$ cat src/frontend_pkg.sv
`default_nettype none

package frontend_pkg;

	// address and data widths
	localparam int XLEN      = 32;
	// one line holds two instructions
	localparam int LINE_BITS = 64;
	// memory bus tag width, zero means no tag
	localparam int TAG_BITS  = 4;
	// cache tag kept per line
	localparam int CTAG_BITS = 8;

	////////////////////
	// memory bus command
	////////////////////
	typedef enum logic [1:0] {
		BUS_NONE = 2'h0,
		BUS_LOAD = 2'h1
	} mem_cmd_t;

	// opcodes seen by predecode
	localparam logic [6:0] OPC_BRANCH = 7'b1100011;
	localparam logic [6:0] OPC_JAL    = 7'b1101111;

	////////////////////
	// instruction word views
	////////////////////
	typedef union packed {
		// conditional branch layout
		struct packed {
			logic       imm12;
			logic [5:0] imm10_5;
			logic [4:0] rs2;
			logic [4:0] rs1;
			logic [2:0] funct3;
			logic [3:0] imm4_1;
			logic       imm11;
			logic [6:0] opcode;
		} b;
		// jal layout
		struct packed {
			logic       imm20;
			logic [9:0] imm10_1;
			logic       imm11;
			logic [7:0] imm19_12;
			logic [4:0] rd;
			logic [6:0] opcode;
		} j;
	} inst_t;

endpackage

`default_nettype wire

$ cat src/cache_mem.sv
`timescale 1ns/1ns
`default_nettype none

module cache_mem import frontend_pkg::*; #(
	parameter int CACHE_LINES = 32
) (
	input  wire                          clock,
	input  wire                          rst_n,
	// refill write port
	input  wire                          wr_en,
	input  wire [$clog2(CACHE_LINES)-1:0] wr_idx,
	input  wire [CTAG_BITS-1:0]          wr_tag,
	input  wire [LINE_BITS-1:0]          wr_data,
	// lookup port
	input  wire [$clog2(CACHE_LINES)-1:0] rd_idx,
	input  wire [CTAG_BITS-1:0]          rd_tag,
	output logic [LINE_BITS-1:0]         rd_data,
	output logic                         rd_valid
);

	// line storage
	logic [LINE_BITS-1:0] data_q  [CACHE_LINES];
	logic [CTAG_BITS-1:0] tag_q   [CACHE_LINES];
	logic [CACHE_LINES-1:0] valid_q;

	////////////////////
	// lookup
	////////////////////

	// combinational read, same cycle as the index
	assign rd_data  = data_q[rd_idx];
	// hit needs a live line and the same tag
	assign rd_valid = valid_q[rd_idx] && (tag_q[rd_idx] == rd_tag);

	////////////////////
	// refill
	////////////////////

	// valid bits, cleared on reset
	always_ff @(posedge clock or negedge rst_n) begin
		if (!rst_n) begin
			valid_q <= '0;
		end else if (wr_en) begin
			valid_q[wr_idx] <= 1'b1;
		end
	end

	// data and tag words
	always_ff @(posedge clock) begin
		if (wr_en) begin
			data_q[wr_idx] <= wr_data;
			tag_q[wr_idx]  <= wr_tag;
		end
	end

	// refill index must be known when written
	a_wr_idx_known: assert property (@(posedge clock) disable iff (!rst_n)
		wr_en |-> !$isunknown(wr_idx));

endmodule

`default_nettype wire

$ cat src/icache.sv
`timescale 1ns/1ns
`default_nettype none

module icache import frontend_pkg::*; #(
	parameter int CACHE_LINES = 32
) (
	input  wire                           clock,
	input  wire                           rst_n,
	// fetch side
	input  wire  [XLEN-1:0]               fetch_addr,
	input  wire                           fetch_en,
	output logic                          hit,
	output logic [LINE_BITS-1:0]          hit_line,
	// memory bus
	output mem_cmd_t                      proc2mem_command,
	output logic [XLEN-1:0]               proc2mem_addr,
	input  wire  [TAG_BITS-1:0]           mem2proc_response,
	input  wire  [LINE_BITS-1:0]          mem2proc_data,
	input  wire  [TAG_BITS-1:0]           mem2proc_tag,
	// line storage lookup
	output logic [$clog2(CACHE_LINES)-1:0] rd_idx,
	output logic [CTAG_BITS-1:0]          rd_tag,
	input  wire  [LINE_BITS-1:0]          rd_data,
	input  wire                           rd_valid,
	// line storage refill
	output logic                          wr_en,
	output logic [$clog2(CACHE_LINES)-1:0] wr_idx,
	output logic [CTAG_BITS-1:0]          wr_tag,
	output logic [LINE_BITS-1:0]          wr_data
);

	localparam int IDX_BITS = $clog2(CACHE_LINES);

	// outstanding request state
	logic                 pending_q;
	logic [TAG_BITS-1:0]  pend_tag_q;
	logic [IDX_BITS-1:0]  miss_idx_q;
	logic [CTAG_BITS-1:0] miss_tag_q;

	logic miss;
	logic issue;
	logic accepted;
	logic refill;

	////////////////////
	// address split
	////////////////////

	// byte offset is bits 2:0, index above it, tag above that
	assign rd_idx = fetch_addr[3 +: IDX_BITS];
	assign rd_tag = fetch_addr[3 + IDX_BITS +: CTAG_BITS];

	// hit goes straight back to fetch
	assign hit      = fetch_en && rd_valid;
	assign hit_line = rd_data;
	assign miss     = fetch_en && !rd_valid;

	////////////////////
	// request issue
	////////////////////

	// one request in flight at most
	// a rejected one is simply reissued next cycle
	assign issue    = miss && !pending_q;
	assign accepted = issue && (mem2proc_response != '0);

	assign proc2mem_command = issue ? BUS_LOAD : BUS_NONE;
	// line aligned
	assign proc2mem_addr    = {fetch_addr[XLEN-1:3], 3'b000};

	// returned tag matches the one we were given
	assign refill = pending_q && (mem2proc_tag == pend_tag_q);

	always_ff @(posedge clock or negedge rst_n) begin
		if (!rst_n) begin
			pending_q  <= 1'b0;
			pend_tag_q <= '0;
		end else if (accepted) begin
			pending_q  <= 1'b1;
			pend_tag_q <= mem2proc_response;
		end else if (refill) begin
			pending_q  <= 1'b0;
			pend_tag_q <= '0;
		end
	end

	// where the line goes once it returns
	// kept even if fetch has moved on after a redirect
	always_ff @(posedge clock) begin
		if (accepted) begin
			miss_idx_q <= rd_idx;
			miss_tag_q <= rd_tag;
		end
	end

	////////////////////
	// refill write
	////////////////////

	assign wr_en   = refill;
	assign wr_idx  = miss_idx_q;
	assign wr_tag  = miss_tag_q;
	assign wr_data = mem2proc_data;

	// once accepted, the bus stays quiet until the line is back
	a_one_outstanding: assert property (@(posedge clock) disable iff (!rst_n)
		(proc2mem_command == BUS_LOAD && mem2proc_response != '0)
			|=> (proc2mem_command == BUS_NONE));

endmodule

`default_nettype wire

$ cat src/branch_pred.sv
`timescale 1ns/1ns
`default_nettype none

module branch_pred import frontend_pkg::*; #(
	parameter int BP_ENTRIES = 64
) (
	input  wire             clock,
	input  wire             rst_n,
	// lookup for the pc being fetched
	input  wire [XLEN-1:0]  pred_pc,
	output logic            pred_taken,
	// update from the back end
	input  wire             resolve,
	input  wire [XLEN-1:0]  resolve_pc,
	input  wire             resolve_taken
);

	localparam int BP_IDX = $clog2(BP_ENTRIES);

	// two-bit counters, msb is the guess
	logic [1:0] cnt_q [BP_ENTRIES];

	logic [BP_IDX-1:0] pred_idx;
	logic [BP_IDX-1:0] res_idx;

	// word address, low bits only
	assign pred_idx = pred_pc[2 +: BP_IDX];
	assign res_idx  = resolve_pc[2 +: BP_IDX];

	assign pred_taken = cnt_q[pred_idx][1];

	////////////////////
	// counter update
	////////////////////

	// all counters start weakly not-taken
	always_ff @(posedge clock or negedge rst_n) begin
		if (!rst_n) begin
			for (int i = 0; i < BP_ENTRIES; i++) begin
				cnt_q[i] <= 2'b01;
			end
		end else if (resolve) begin
			// step toward the outcome, stop at the ends
			if (resolve_taken) begin
				if (cnt_q[res_idx] != 2'b11) begin
					cnt_q[res_idx] <= cnt_q[res_idx] + 2'b01;
				end
			end else begin
				if (cnt_q[res_idx] != 2'b00) begin
					cnt_q[res_idx] <= cnt_q[res_idx] - 2'b01;
				end
			end
		end
	end

endmodule

`default_nettype wire

$ cat src/if_stage.sv
`timescale 1ns/1ns
`default_nettype none

module if_stage import frontend_pkg::*; #(
	parameter logic [XLEN-1:0] RESET_PC = '0
) (
	input  wire                  clock,
	input  wire                  rst_n,
	// back end control
	input  wire                  stall,
	input  wire                  redirect,
	input  wire  [XLEN-1:0]      redirect_pc,
	// cache
	output logic [XLEN-1:0]      fetch_addr,
	output logic                 fetch_en,
	input  wire                  hit,
	input  wire  [LINE_BITS-1:0] hit_line,
	// predictor
	output logic [XLEN-1:0]      pred_pc,
	input  wire                  pred_taken,
	// packet to the back end
	output logic                 fetch_valid,
	output logic [XLEN-1:0]      fetch_pc,
	output logic [31:0]          fetch_inst,
	output logic                 fetch_pred_taken,
	output logic [XLEN-1:0]      fetch_next_pc
);

	logic [XLEN-1:0] pc_q;
	// low for the first cycle out of reset
	logic            run_q;

	inst_t           inst;
	logic            is_jal;
	logic            is_br;
	logic [XLEN-1:0] b_imm;
	logic [XLEN-1:0] j_imm;
	logic [XLEN-1:0] next_pc;
	logic            taken;
	logic            take;

	assign fetch_addr = pc_q;
	assign pred_pc    = pc_q;
	// no lookup while held or being steered away
	assign fetch_en   = run_q && !stall && !redirect;

	////////////////////
	// predecode
	////////////////////

	// pc bit 2 picks the half of the line
	assign inst   = pc_q[2] ? hit_line[63:32] : hit_line[31:0];
	assign is_jal = (inst.j.opcode == OPC_JAL);
	assign is_br  = (inst.b.opcode == OPC_BRANCH);

	// sign extended, bit 0 always zero
	assign b_imm = {{19{inst.b.imm12}}, inst.b.imm12, inst.b.imm11,
		inst.b.imm10_5, inst.b.imm4_1, 1'b0};
	assign j_imm = {{11{inst.j.imm20}}, inst.j.imm20, inst.j.imm19_12,
		inst.j.imm11, inst.j.imm10_1, 1'b0};

	// jal always leaves, a branch only on the counter
	assign taken   = is_jal || (is_br && pred_taken);
	assign next_pc = is_jal ? (pc_q + j_imm) :
		(is_br && pred_taken) ? (pc_q + b_imm) : (pc_q + 32'd4);

	// packet only on a clean hit
	assign take = hit && !stall && !redirect;

	////////////////////
	// pc register
	////////////////////

	always_ff @(posedge clock or negedge rst_n) begin
		if (!rst_n) begin
			pc_q  <= RESET_PC;
			run_q <= 1'b0;
		end else begin
			run_q <= 1'b1;
			// redirect wins over everything
			if (redirect) begin
				pc_q <= redirect_pc;
			end else if (take) begin
				pc_q <= next_pc;
			end
		end
	end

	////////////////////
	// packet register
	////////////////////

	always_ff @(posedge clock or negedge rst_n) begin
		if (!rst_n) begin
			fetch_valid <= 1'b0;
		end else begin
			fetch_valid <= take;
		end
	end

	always_ff @(posedge clock) begin
		if (take) begin
			fetch_pc         <= pc_q;
			fetch_inst       <= inst;
			fetch_pred_taken <= taken;
			fetch_next_pc    <= next_pc;
		end
	end

	// a redirect leaves a bubble
	a_redirect_bubble: assert property (@(posedge clock) disable iff (!rst_n)
		redirect |=> !fetch_valid);

endmodule

`default_nettype wire

$ cat src/frontend.sv
`timescale 1ns/1ns
`default_nettype none

module frontend import frontend_pkg::*; #(
	parameter int              CACHE_LINES = 32,
	parameter int              BP_ENTRIES  = 64,
	parameter logic [XLEN-1:0] RESET_PC    = '0
) (
	input  wire                  clock,
	input  wire                  rst_n,
	// back end feedback
	input  wire                  stall,
	input  wire                  redirect,
	input  wire  [XLEN-1:0]      redirect_pc,
	input  wire                  resolve,
	input  wire  [XLEN-1:0]      resolve_pc,
	input  wire                  resolve_taken,
	// memory bus
	output mem_cmd_t             proc2mem_command,
	output logic [XLEN-1:0]      proc2mem_addr,
	input  wire  [TAG_BITS-1:0]  mem2proc_response,
	input  wire  [LINE_BITS-1:0] mem2proc_data,
	input  wire  [TAG_BITS-1:0]  mem2proc_tag,
	// fetch packet
	output logic                 fetch_valid,
	output logic [XLEN-1:0]      fetch_pc,
	output logic [31:0]          fetch_inst,
	output logic                 fetch_pred_taken,
	output logic [XLEN-1:0]      fetch_next_pc
);

	localparam int IDX_BITS = $clog2(CACHE_LINES);

	////////////////////
	// fetch to cache
	////////////////////
	logic [XLEN-1:0]      fetch_addr;
	logic                 fetch_en;
	logic                 hit;
	logic [LINE_BITS-1:0] hit_line;

	// cache controller to line storage
	logic [IDX_BITS-1:0]  rd_idx;
	logic [CTAG_BITS-1:0] rd_tag;
	logic [LINE_BITS-1:0] rd_data;
	logic                 rd_valid;
	logic                 wr_en;
	logic [IDX_BITS-1:0]  wr_idx;
	logic [CTAG_BITS-1:0] wr_tag;
	logic [LINE_BITS-1:0] wr_data;

	// fetch to predictor
	logic [XLEN-1:0]      pred_pc;
	logic                 pred_taken;

	if_stage #(.RESET_PC(RESET_PC)) u_if_stage (
		.clock, .rst_n, .stall, .redirect, .redirect_pc,
		.fetch_addr, .fetch_en, .hit, .hit_line,
		.pred_pc, .pred_taken,
		.fetch_valid, .fetch_pc, .fetch_inst, .fetch_pred_taken, .fetch_next_pc
	);

	icache #(.CACHE_LINES(CACHE_LINES)) u_icache (
		.clock, .rst_n, .fetch_addr, .fetch_en, .hit, .hit_line,
		.proc2mem_command, .proc2mem_addr,
		.mem2proc_response, .mem2proc_data, .mem2proc_tag,
		.rd_idx, .rd_tag, .rd_data, .rd_valid,
		.wr_en, .wr_idx, .wr_tag, .wr_data
	);

	// line storage sits beside the controller
	cache_mem #(.CACHE_LINES(CACHE_LINES)) u_cache_mem (
		.clock, .rst_n, .wr_en, .wr_idx, .wr_tag, .wr_data,
		.rd_idx, .rd_tag, .rd_data, .rd_valid
	);

	// resolve comes straight from the back end
	branch_pred #(.BP_ENTRIES(BP_ENTRIES)) u_branch_pred (
		.clock, .rst_n, .pred_pc, .pred_taken,
		.resolve, .resolve_pc, .resolve_taken
	);

endmodule

`default_nettype wire

$ cat config.mk
export PLATFORM = sky130hd
export DESIGN_NAME = frontend
export DESIGN_NICKNAME = d
export VERILOG_FILES = /design/src/frontend_pkg.sv /design/src/cache_mem.sv /design/src/icache.sv /design/src/branch_pred.sv /design/src/if_stage.sv /design/src/frontend.sv
export SDC_FILE = /design/constraint.sdc
export NUM_CORES = 2
export LEC_CHECK = 0
export BUFFER_PORTS_ARGS = -buffer_cell sky130_fd_sc_hd__buf_2
export CAP_MARGIN = 20
export CORE_MARGIN = 2
export CORE_UTILIZATION = 45
export CTS_CLUSTER_DIAMETER = 60
export DETAILED_ROUTE_END_ITERATION = 16
export GPL_ROUTABILITY_DRIVEN = 0
export SETUP_SLACK_MARGIN = 0.5
export SYNTH_ARGS = -nofsm -noshare
export SYNTH_HDL_FRONTEND = slang
export SYNTH_HIERARCHICAL = 1
export SYNTH_SLANG_ARGS = --single-unit
$ cat constraint.sdc
create_clock -name clock -period 13.35 [get_ports clock]
set_clock_uncertainty 0.1 [all_clocks]
set_input_delay 2.0025 -clock clock [delete_from_list [all_inputs] [get_ports clock]]
set_output_delay 2.0025 -clock clock [all_outputs]
set_load 0.1 [all_outputs]
* Yosys cells after proc, flatten, opt, wreduce, memory -nomap -nowiden *
Memory sizes are Yosys's and may differ from the RTL's.
Index checks and enable logic that the tools add are counted.
Widths: inputs -> output; s select.

cells by class
  bitwise operators = 3
  $add $sub $neg = 5
  muxes and demuxes = 29
  reductions and logical operators = 24
  eq/ne operators = 6
  $lt $le $gt $ge = 6

operators by type and width
  cell                   number
  $mux 128               3
  $bwmux 128             2
  $mux 32                5
  $add 32x32->32         2
  $add 32x3->32 const B  1
  $or 32x32->32          1
  $bmux 2 s6             2
  $eq 7x7->1 const B     2
  $ge 7x7->1 const B     2
  $not 6->7              2
  $logic_and 1x1->1      13
  $demux 2 s6            1
  $lt 5x6->1 const B     2
  $mux 2                 5
  $eq 8x8->1             1
  $mux 4                 2
  $reduce_bool 2->1      4
  $lt 7x1->1 const B     1
  $mux 1                 7
  $bmux 1 s5             1
  $demux 1 s5            1
  $ge 5x1->1 const B     1
  $eq 4x4->1             1
  $logic_not 1->1        4
  7 further kinds        7

word-level totals
  RAM bits = 2304
  register bits after elaboration = 309
  output and inout port bits = 132
  memories kept = 2
  input port bits = 142

memory list
  memory              words  bits a word  rd ports  clocked after memory_dff  write ports  RTL line         text
  u_cache_mem.data_q  32     64           1         0                         1            cache_mem.sv:22  logic [LINE_BITS-1:0] data_q [CACHE_LINES];
  u_cache_mem.tag_q   32     8            1         0                         1            cache_mem.sv:23  logic [CTAG_BITS-1:0] tag_q [CACHE_LINES];

* Depth between registers and ports, before layout *
  word-level depth = 9
  mapped depth = 23
  mapped depth without buffers = 16

* By module *
The synthesis kept the hierarchy.

by module, submodules not included
  module       area an instance (um^2)  cells an instance  times used  sequential area each (um^2)
  cache_mem    88686.3                  3472               1           69987.1
  if_stage     9130.0                   931                1           3733.6
  branch_pred  6939.2                   566                1           3283.1
  icache       2009.4                   213                1           515.5

* Worst setup path after synthesis *
Ideal clock, no wire load.

  kind = input to register
  from = in mem2proc_tag[2]
  to = mem u_cache_mem.data_q[12][0] (enable)
  path slack = 6.373 ns
  data required time = 12.746 ns
  stages = 6
  data arrival time = 6.374 ns
  setup time = 0.504 ns
  cell sequence = xor2_1 -> nor4b_4 -> and2_1 -> or3b_2 -> clkbuf_1 -> nor2_1

on the way
  cells in the longest elaborated chain, start to end = 4

ends and longest elaborated chain
  element                       RTL line         text
  from (decl)                   frontend.sv:23   input wire [TAG_BITS-1:0] mem2proc_tag,
  $eq 4x4->1                    icache.sv:72     assign refill = pending_q && (mem2proc_tag == pend_tag_q);
  $logic_and 1x1->1             icache.sv:72
  net wr_en                     frontend.sv:47   logic wr_en;
  $mux 1                        cache_mem.sv:50  if (wr_en) begin
  $mux 1 (not written as such)  cache_mem.sv:51  data_q[wr_idx] <= wr_data;
  to (decl)                     cache_mem.sv:22

The timed path passes the listed nets, and every way through them passes these cells.

* Final worst setup path *
  from = reg u_if_stage.pc_q[3], in the netlist u_if_stage/fetch_addr[3]
  to = out proc2mem_command[0]

on the way
  cells in the longest elaborated chain, start to end = 7

ends and longest elaborated chain
  element                                     RTL line         text
  from (decl)                                 if_stage.sv:29   logic [XLEN-1:0] pc_q;
  from (signal assigned)                      if_stage.sv:82   pc_q <= redirect_pc;
  from (signal assigned)                      if_stage.sv:84   pc_q <= next_pc;
  $mem_v2 32x8 or $bmux 1 s5 (tied branches)  n/a
  $eq 8x8->1 or $mux 1 (tied branches)        cache_mem.sv:33  assign rd_valid = valid_q[rd_idx] && (tag_q[rd_idx] == rd_tag);
  $logic_and 1x1->1 (*)                       cache_mem.sv:33
  net rd_valid                                frontend.sv:46   logic rd_valid;
  $logic_not 1->1 (*)                         icache.sv:56     assign miss = fetch_en && !rd_valid;
  $logic_and 1x1->1 (*)                       icache.sv:56
  $logic_and 1x1->1 (*)                       icache.sv:64     assign issue = miss && !pending_q;
  $mux 1 (*)                                  icache.sv:67     assign proc2mem_command = issue ? BUS_LOAD : BUS_NONE;
  to (decl)                                   frontend.sv:19   output mem_cmd_t proc2mem_command,

Mark *: on every way through the listed nets, which the timed path passes. The rest lies on a longest branch. The select of a mux whose other input is x is not followed.

==> metrics <==
count of final setup violators=0; number of global-route vias before repair=53100; sw frac=between 20% and 30%; Die Area=between 200000 and 250000 sq um; relative slew slack=roughly 20%; largest net degree at the start of global routing=around 140; crit-path cells=buf_12, buf_12, mux4_2, mux4_2, mux2i_1, xor2_1, nand2_1, a2111oi_2, buf_4, nor3b_4, buf_2; # IOs=274; cts bufs inserted=291; P_int=14.3 mW; pre-CTS setup slack=approximately 5.5 ns; sequential power share=between 40% and 50%; max cap viols=0; DR WL/cell=~32 um; CTS tree=done; first-pass GRT wire length=396000 um; via count=around 53000; initial antenna violation count=between 40 and 50; Iter 0 DRT Violations=just under 6000; Die Ht=~490 um; syn_area_per_cell=around 21 sq um; Total Wirelength=about 280000 um; DRC Markers=0; Detailed Routing Iterations Pass 1=6; RSZ-0062 raised after global routing=false; worst hold path class=register to register; ANT nets after route=0; CP max-delay cell=dfrtp_4; sw power=approximately 4.4 mW; status=finished clean; Final Slew Violations=0; htree depth=5; Max FO, Critical Path=89; post-layout minimum cycle time=between 8 and 9 ns; clk buf depth=4; Total GRT Usage=23.0%; CP Class=register to primary output; most frequent cells in the layout=edfxtp_1, mux4_2, clkbuf_16; Max Fclk=between 100 and 150 MHz; port bufs=about 240; Hold Buf Count CTS=0; Startpoint Class=register; CTS Root Cell=clkbuf_16; Sink Count=roughly 2600; Clock Power Share=40.0%; Setup WS post-layout=roughly 5.2 ns; Post-Synthesis Cell Area=107000 sq um; VDD IR max=0.000114 V; Core Box Area=roughly 240000 sq um; hpwl dp=152000 um; leak pwr=38.6 nW; CP required=~11 ns; GR Overflow Total=0; WP data arrival=6.01 ns; combinational power share=between 10% and 20%; post-CTS setup buffers=0; Die W=491 um; Tot Pwr=18.7 mW; Worst path max stage delay=0.68 ns; Synthesis Warnings=6; NumNets Final=between 5000 and 6000; Rows=roughly 180; commonest non-fill, non-tap cell in the layout=edfxtp_1; Initial Util=between 40% and 50%; synthesized netlist cell count=~5200; share of layout cells above drive strength 1=33.9%; Pwr per Cell Area=around 160 nW/um^2; Clock Latency Late Sink=around 0.94 ns; CP endpoint kind=primary output; post-route clock period utilization=between 60% and 70%; Worst Tran Pin Value=between 1 and 1.5 ns; clock-pin transition on the worst setup and hold timing paths=around 0.050 ns; post_cts resized=0; Area Overhead vs Synth=12.0%; Vias/cell=roughly 6.1; setup TNS=0 ns; Hold Vio Cnt, Final=0
==> power groups by stage <==
stage	clock [mW]	sequential, mW	combinational, mW
6_report	7.51	9.22	2.02
3_5_place_dp	0	9.39	2.01
2_1_floorplan	0	9.33	1.51
5_1_grt	7.94	9.24	2.15
4_1_cts	7.64	9.22	2.01
3_3_place_gp	0	9.39	1.99
==> per-layer routing <==
layer | vias to the layer above | wire, um | track usage, %
met5 | - | 137 | 0
met2 | 2137 | 135000 | 37.0
met4 | 22 | 6670 | 5.82
met1 | 29100 | 118000 | 32.6
li1 | 21600 | - | -
met3 | 451 | 20100 | 4.18
==> stage by stage <==
stage	cells	hold slack (ns)	cell area [sq um]	utilization, %
3_3_place_gp	8233	0.327	111000	46.9
3_5_place_dp	8234	0.340	111000	46.9
5_1_grt	8733	0.367	119000	50.7
2_1_floorplan	5158	0.321	107000	-
4_1_cts	8730	0.353	119000	50.7
6_report	8738	0.356	119000	50.7
==> flip-flops by register name, summed over array words and instances, names as in the netlist, named ones only <==
name and flops:
u_if_stage/fetch_valid 1, u_branch_pred/cnt_q 64, u_icache/wr_idx 5, u_if_stage/fetch_inst 32
u_if_stage/fetch_next_pc 32, u_icache/pend_tag_q 4, u_if_stage/run_q 1, u_if_stage/fetch_pred_taken 1
u_if_stage/fetch_addr 32, u_cache_mem/data_q 2048, u_cache_mem/tag_q 256, u_cache_mem/valid_q 32
u_if_stage/fetch_pc 31, u_icache/wr_tag 8, u_icache/pending_q 1
==> worst paths after layout <==
check                                          from                      endpoint  slack [ns]  cells after the start
min reg2reg                u_if_stage/fetch_addr[0]   u_if_stage/fetch_next_pc[0]        0.36                      0
max reg2reg                u_if_stage/fetch_addr[3]  u_if_stage/fetch_next_pc[31]        5.36                     17
max in group asynchronous                     rst_n        u_cache_mem/valid_q[3]        9.90                      3
min in group asynchronous                     rst_n        u_branch_pred/cnt_q[7]        0.98                      1
max                        u_if_stage/fetch_addr[3]           proc2mem_command[0]        5.23                     11
min                        u_if_stage/fetch_addr[0]   u_if_stage/fetch_next_pc[0]        0.36                      0
==> critical path, delay by kind of cell (launching register included) <==
family / cells / cell delay (ns)
AOI/OAI and AO/OA: 1 / 0.44
xor gates and xnor gates: 1 / 0.19
and+or+nand+nor: 2 / 0.15
DFF: 1 / 0.68
muxes: 3 / 1.64
buffers and inverters: 4 / 1.77
==> cell type report <==
class,count,area [sq um]
antenna,7,17.5
multi-input combinational,2072,26600
clock inverter,118,1010
sequential,2612,77500
tap,3150,3940
timing repair buffer,369,2300
inverter,32,123
clock buffer,378,7780
fill,18600,116000
No activity file was read; power rests on OpenSTA's default activity.
